`src/ucs_pkg.sv`:
```
// unsat clause selector shared widths, clause and count types, apb register map
`default_nettype none

package ucs_pkg;

    // buffer geometry
    localparam int unsigned buffer_depth = 2048;                 // clause slots, power of two
    localparam int unsigned buf_addr_w   = $clog2(buffer_depth);
    localparam int unsigned count_w      = buf_addr_w + 1;       // msb is the overflow bit

    // clause layout
    localparam int unsigned nsat       = 3;                      // literals per clause
    localparam int unsigned lit_addr_w = 12;
    localparam int unsigned clause_w   = nsat * lit_addr_w;      // 36 bits

    // random word and the NR field inside it
    localparam int unsigned rand_word_w = 32;
    localparam int unsigned rand_w      = 18;
    localparam int unsigned rand_offset = 10;                    // NR = random[27:10]

    // reciprocal rom, all bits fractional
    localparam int unsigned recip_w     = 32;
    localparam int unsigned recip_depth = 2 ** count_w;          // covers every count value

    // host bus
    localparam int unsigned apb_addr_w = 4;
    localparam int unsigned apb_data_w = 32;

    typedef logic [nsat-1:0][lit_addr_w-1:0] clause_t;          // literal 0 in the low bits
    typedef logic [count_w-1:0]              count_t;
    typedef logic [buf_addr_w-1:0]           buf_addr_t;

    // register map, paddr is a word index here not a byte offset
    localparam logic [apb_addr_w-1:0] reg_ctrl      = 4'h0;      // bit 0 setup mode
    localparam logic [apb_addr_w-1:0] reg_load_addr = 4'h1;      // slot for the next load
    localparam logic [apb_addr_w-1:0] reg_load_data = 4'h2;      // low word, then high nibble
    localparam logic [apb_addr_w-1:0] reg_count     = 4'h3;      // ro, count with overflow
    localparam logic [apb_addr_w-1:0] reg_status    = 4'h4;      // bit 0 ovf, bit 1 div0 (w1c)

endpackage

`default_nettype wire
```
`src/ucs_apb_regs.sv`:
```
// apb3 register block for selector setup, clause loads, count and status readback
`timescale 1ns/10ps
`default_nettype none

module ucs_apb_regs (
    input  wire                                  clk_i,
    input  wire                                  rst_i,
    // apb3, no pslverr
    input  wire [ucs_pkg::apb_addr_w-1:0]        paddr_i,
    input  wire                                  psel_i,
    input  wire                                  penable_i,
    input  wire                                  pwrite_i,
    input  wire [ucs_pkg::apb_data_w-1:0]        pwdata_i,
    output logic [ucs_pkg::apb_data_w-1:0]       prdata_o,
    output logic                                 pready_o,
    // to the selector
    output logic                                 setup_o,
    output logic                                 load_we_o,
    output ucs_pkg::buf_addr_t                   load_addr_o,
    output ucs_pkg::clause_t                     load_data_o,
    output logic                                 clear_div0_o,
    // from the selector
    input  wire ucs_pkg::count_t                 count_i,
    input  wire                                  div0_i
);

    localparam int unsigned hi_w = ucs_pkg::clause_w - ucs_pkg::apb_data_w;  // 4 bit top beat

    logic                              wr_access;
    logic                              hi_beat_q;      // next data write is the top nibble
    logic [ucs_pkg::apb_data_w-1:0]    data_lo_q;

    assign pready_o  = 1'b1;                           // zero wait states
    assign wr_access = psel_i & penable_i & pwrite_i;  // access phase edge

    // control state and the one-cycle pulses
    always_ff @(posedge clk_i) begin
        if (rst_i) begin
            setup_o      <= 1'b0;
            hi_beat_q    <= 1'b0;
            load_we_o    <= 1'b0;
            clear_div0_o <= 1'b0;
        end else begin
            load_we_o    <= 1'b0;
            clear_div0_o <= 1'b0;
            if (wr_access) begin
                case (paddr_i)
                    ucs_pkg::reg_ctrl: begin
                        setup_o   <= pwdata_i[0];
                        hi_beat_q <= 1'b0;     // resync the beat pair
                    end
                    ucs_pkg::reg_load_addr: hi_beat_q <= 1'b0;
                    ucs_pkg::reg_load_data: begin
                        hi_beat_q <= ~hi_beat_q;
                        load_we_o <= hi_beat_q & setup_o;  // only the second beat stores
                    end
                    ucs_pkg::reg_status: clear_div0_o <= pwdata_i[1];  // w1c on div0
                    default: ;
                endcase
            end
        end
    end

    // load address and clause assembly
    always_ff @(posedge clk_i) begin
        if (wr_access && paddr_i == ucs_pkg::reg_load_addr) begin
            load_addr_o <= pwdata_i[ucs_pkg::buf_addr_w-1:0];
        end
        if (wr_access && paddr_i == ucs_pkg::reg_load_data) begin
            if (hi_beat_q) begin
                load_data_o <= {pwdata_i[hi_w-1:0], data_lo_q};
            end else begin
                data_lo_q <= pwdata_i;         // held until the top beat
            end
        end
    end

    // read mux, data valid through the access phase
    always_comb begin
        prdata_o = '0;
        if (psel_i && !pwrite_i) begin
            case (paddr_i)
                ucs_pkg::reg_ctrl:      prdata_o[0] = setup_o;
                ucs_pkg::reg_load_addr: prdata_o[ucs_pkg::buf_addr_w-1:0] = load_addr_o;
                ucs_pkg::reg_load_data: prdata_o = data_lo_q;
                ucs_pkg::reg_count:     prdata_o[ucs_pkg::count_w-1:0] = count_i;
                ucs_pkg::reg_status: begin
                    prdata_o[0] = count_i[ucs_pkg::buf_addr_w];  // overflow
                    prdata_o[1] = div0_i;
                end
                default: ;
            endcase
        end
    end

endmodule

`default_nettype wire

```
`config.mk`:
```
export PLATFORM = sky130hd
export DESIGN_NAME = ucs_apb_regs
export DESIGN_NICKNAME = d
export VERILOG_FILES = /design/src/ucs_pkg.sv /design/src/ucs_apb_regs.sv
export SDC_FILE = /design/constraint.sdc
export NUM_CORES = 1
export LEC_CHECK = 0
export BUFFER_PORTS_ARGS = -buffer_cell sky130_fd_sc_hd__buf_2
export CAP_MARGIN = 10
export CORE_MARGIN = 3
export CORE_UTILIZATION = 51
export CTS_CLUSTER_DIAMETER = 100
export CTS_CLUSTER_SIZE = 10
export DETAILED_ROUTE_END_ITERATION = 6
export GPL_TIMING_DRIVEN = 0
export PLACE_DENSITY = 0.85
export SYNTH_ARGS = -nofsm -noshare
export SYNTH_HDL_FRONTEND = slang
export SYNTH_SLANG_ARGS = --single-unit
```
`constraint.sdc`:
```
create_clock -name clk_i -period 8.05 [get_ports clk_i]
set_input_delay 1.61 -clock clk_i [delete_from_list [all_inputs] [get_ports clk_i]]
set_output_delay 1.61 -clock clk_i [all_outputs]
set_load 0.02 [all_outputs]
```
# Word level (Yosys, flattened, before mapping)
# Cells that the tools add are included.
[totals]
inputBits = 54
elab_cells = 40
output_inout_bits = 83
regBits = 83
[classes]
bitwise_logic = 7
eq_ne = 4
reduce_logical = 13
muxes = 7
[op_table]
columns = ["cell", "n"]
rows = [
  ["2-to-1 mux 32 bit", 1],
  ["one-hot mux 9 bit (3 select lines)", 1],
  ["2-to-1 mux 20 bit", 1],
  ["== test 4 x 2 -> 1 bit (second input constant)", 2],
  ["AND reduction 2 bit", 4],
  ["OR reduction 3 bit", 2],
  ["one-hot mux 1 bit (5 select lines)", 1],
  ["== test 4 x 1 -> 1 bit (second input constant)", 1],
  ["== test 4 x 3 -> 1 bit (second input constant)", 1],
  ["zero test 4 bit", 1],
  ["inverter 1 bit", 4],
  ["one-hot mux 1 bit (2 select lines)", 2],
  ["one-hot mux 1 bit (4 select lines)", 1],
  ["bitwise AND 1 bit", 3],
  ["logical AND 1 bit", 3],
  ["nonzero test 2 bit", 1],
  ["OR reduction 2 bit", 1],
  ["zero test 1 bit", 1],
]

# Longest topological paths before layout
[logic_depth]
depth_word = 4
mapped_depth = 5
depth_no_buf = 3

# Worst setup path after synthesis
# Ideal clock, no wire load.
[synth_timing]
kind = "in2out"
from = "in paddr_i[3] (netlist name)"
to = "out prdata_o[1] (netlist name)"
t_required_ns = 6.440
cell_stages = 4
t_arrival_ns = 2.780
path_buffers = 1
path_slack_ns = 3.660
cell_sequence = "buf_2 nor2_1 nand3_1 a2111oi_2"
[synth_between]
elab_chain_len = 3
elab_cells_between_ends = 6
[synth_rtl]
columns = ["item", "line", "text"]
rows = [
  ["from (decl)", "ucs_apb_regs.sv:9", "input wire [ucs_pkg::apb_addr_w-1:0] paddr_i,"],
  ["== test 4 x 3 -> 1 bit (tied with other cells)", "ucs_apb_regs.sv:82", "case (paddr_i)"],
  ["one-hot mux 1 bit (4 select lines) (*)", "ucs_apb_regs.sv:82", ""],
  ["2-to-1 mux 32 bit (*)", "ucs_apb_regs.sv:81", "if (psel_i && !pwrite_i) begin"],
  ["to (decl)", "ucs_apb_regs.sv:14", "output logic [ucs_pkg::apb_data_w-1:0] prdata_o,"],
]
# Mark *: on every way between the ends. The rest lies on a longest branch, timed or not.

# Final worst setup path
[layout_timing]
from = "in paddr_i[2] (netlist name)"
to = "out prdata_o[1] (netlist name)"
# Same word-level chain as after synthesis.

==> results.cfg <==
[clock_tree]
cts_resized = 0
ctsHoldBuffers = 0
clk_pin_slew_ns = 0.09
cts.sinks = 83
clk_latency_ns = 0.34
cts_tree = done
htree_levels = 3
clockBufferDepth = 2
post_cts_buffers = 0
numCtsBuffers = 9
cts_root_buf = clkbuf_8

[routing]
drt-pass1-iter-count = 4
vias = 2109
ant_nets = 0
wire_per_inst_um = 16.6
via_per_inst = 5.09
wl_mm = 6.88
dr.first_iter.drc_count = 99
drc = 0

[finish]
post-route-cell-area_sq_mm = 0.00418
layout.nets = 388
layout-drive-gt1-share = 0.519
n_antenna_cell = 0
final_cells = 414
syn_to_final_growth_pct = 31.5
n_fill_cell = 443

[worst_setup_path]
critical_path.top_delay_family = buffers and inverters
max_stage_delay_ns = 0.38
cp_max_fo = 10
crit_slowest_cell = a2111oi_2
critPathRequiredTime_ns = 6.44
worst_setup_path_start_kind = primary input
r2r_cells = 4
critPathArrivalTime_ns = 2.92
end_kind = output pin
ff2ff_setup_slack_ns = 6.58
criticalPathCategory = primary input to output pin
path_common_cell = buf_2
path_buf_inv = 3
cp_cell_sequence = buf_2 -> buf_6 -> nor2_1 -> nand3_1 -> a2111oi_2 -> buf_2
reg2reg_from = hi_beat_q$_SDFFE_PP0P_
reg2reg_to = data_lo_q[2]$_DFFE_PP_

[synthesis]
syn_avg_cell_area_sq_um = 17.0
netlist_area_sq_mm = 0.00318
synth_nets = 241
synthAdderAreaFrac = 0
synth_compound_area_frac = 0.0401
synth-xor-area-share = 0.00275
ys_seq_elements = 83
synth_top_area_cell = edfxtp_1
synth_edf_count = 79
ys.flop_type = edfxtp_1
syn_inst = 187
synth.mux.area_fraction = 0.0448
ys_seq_area_frac = 0.771
synth_top_family_by_area = simple AND/OR/NAND/NOR gates
synth_common_cells = 79 x edfxtp_1, 20 x and2_1, 14 x nor2_1, 10 x mux2_2, 9 x a22oi_1
yosysMostFrequentCell = edfxtp_1
async_reset_ff_frac = 0
synth_simple_gate_area_frac = 0.112
synth_warnings = 0
synthTopCellsByArea = edfxtp_1 75%, and2_1 3.9%, mux2_2 3.5%
synth.distinct_cells = 36
synth_top_area_frac = 0.746

[worst_hold_path]
whs_endpoint = load_data_o[13]$_DFFE_PP_
hold_path.class = register to register
min_path_cells = 0
hold_path_startpoint = data_lo_q[13]$_DFFE_PP_

[die]
die_area_sq_mm = 0.00722
die_h_um = 85.0
coreArea_sq_mm = 0.00599
start_util = 0.531
num_io_pins = 137
rows = 28
die_x_um = 85.0

[grt]
grt_pass1_wl_mm = 10.7
grt.total_usage = 0.197
grt_start_max_net_pins = 33
grt_pass1_vias = 2196
top_usage_layer = met2
met3_usage = 0.0466
antenna_found_initial = 0
use_met1 = 0.241
gr-total-overflow = 0
use_met2 = 0.326

[pwr]
leakage_nw = 1.73
switching_power_mw = 0.177
seqPwrFrac = 0.600
power_density_mw_per_mm2 = 188
switching_share = 0.226
clkPwrFrac = 0.348
intPower_mw = 0.607
power_frac_comb = 0.052
ir_drop_uv = 137

[place]
place_inst = 397
gp_congestion = 0.828
place_area_sq_mm = 0.00397
dpl.hpwl_mm = 4.98
port_buffers = 134

[sta]
fin_crit_sh = 0.563
maxSlewHeadroom = 0.330
finalHoldViolCount = 0
worst_pin_slew_ns = 1.00
slew_viol_final = 0
period_needed_ns = 4.53
max_clock_freq_mhz = 221
finalSetupViolCount = 0
rsz0062_at_grt = false
tns_ns = 0
finalClockSkew_ns = 0.00727

[run]
max_cap_violations = 0

[run_status]
status = complete, no violations
==> registers in the layout, summed over array words and instances, names as in the netlist <==
name          count
clear_div0_o      1
data_lo_q        32
hi_beat_q         1
load_addr_o      11
load_data_o      36
load_we_o         1
setup_o           1
==> cell usage in the layout (no fill, tap or decap), types with 2 or more instances in the layout <==
cell,Yosys,final
buf_2,1,135
nor3_1,2,2
clkinvlp_4,0,2
dfxtp_1,4,4
clkbuf_8,0,9
buf_6,3,3
inv_6,0,3
nand3_1,4,4
nand2_1,3,3
clkbuf_2,2,2
clkbuf_1,3,3
mux2_2,10,10
nand3b_1,4,4
and2_1,20,20
mux2i_1,3,3
inv_1,2,2
nor2_1,14,13
buf_4,3,3
nand2b_1,3,3
a22oi_1,9,9
edfxtp_1,79,79
==> metal layers <==
layer / up-vias / part of all wire
met2: 95 / 0.52
met5: - / 0
met1: 1007 / 0.39
li1: 997 / -
met4: 0 / 0.018
met3: 10 / 0.069
==> worst reg2reg max path: stages, from the launching register on <==
cell and delay (ns):
dfxtp_1 0.31, inv_1 0.14, nand3_1 0.12, inv_1 0.36, buf_16 0.24
==> worst max path at each step <==
stage | start | end | slack, ns | cells past startpoint
floorplan | paddr_i[3] | prdata_o[1] | 3.66 | 4
global placement | paddr_i[3] | load_data_o[2]$_DFFE_PP_ | 3.14 | 4
detailed placement | paddr_i[2] | prdata_o[1] | 3.50 | 6
CTS | paddr_i[2] | prdata_o[1] | 3.51 | 6
global route | paddr_i[0] | prdata_o[9] | 3.39 | 7
finish | paddr_i[2] | prdata_o[1] | 3.52 | 6
==> cell families (layout without fill, tap and decap cells) <==
family | count (synthesis) | count (layout)
muxes | 13 | 13
xor gates and xnor gates | 1 | 1
buffers and inverters | 14 | 166
AOI/OAI and AO/OA | 16 | 16
DFF | 83 | 83
other | 1 | 1
and+or+nand+nor | 59 | 59
==> power by group through the flow <==
stage	Clock, mW	Sequential (mW)	Combinational [mW]
detailed placement	0	0.480	0.0402
global placement	0	0.480	0.0391
global route	0.298	0.471	0.0447
CTS	0.280	0.470	0.0404
finish	0.273	0.470	0.0407
floorplan	0	0.481	0.0200
==> area by class of cell <==
class / count / area, sq um / area share
plain buffers: 12 / 82.6 / 0.0197
well taps: 75 / 93.8 / 0.0224
multi-input cells: 90 / 646 / 0.154
flip-flops and latches: 83 / 2450 / 0.586
clock buffers: 9 / 124 / 0.0296
repair buffers: 136 / 718 / 0.172
clock inverters: 7 / 57.6 / 0.0138
inverters: 2 / 7.51 / 0.00180
==> metrics by stage <==
| step | util | hold slack [ns] | total power, mW | worst slack [ns] |
|---|---|---|---|---|
| after global placement | 0.659 | 0.420 | 0.519 | 3.14 |
| after floorplan | - | 0.417 | 0.501 | 3.66 |
| after CTS | 0.693 | 0.447 | 0.791 | 3.51 |
| final | 0.698 | 0.445 | 0.784 | 3.52 |
| after detailed placement | 0.663 | 0.426 | 0.521 | 3.50 |
| after global routing | 0.698 | 0.454 | 0.813 | 3.39 |
Note: power is estimated with default switching activity, not from simulation.
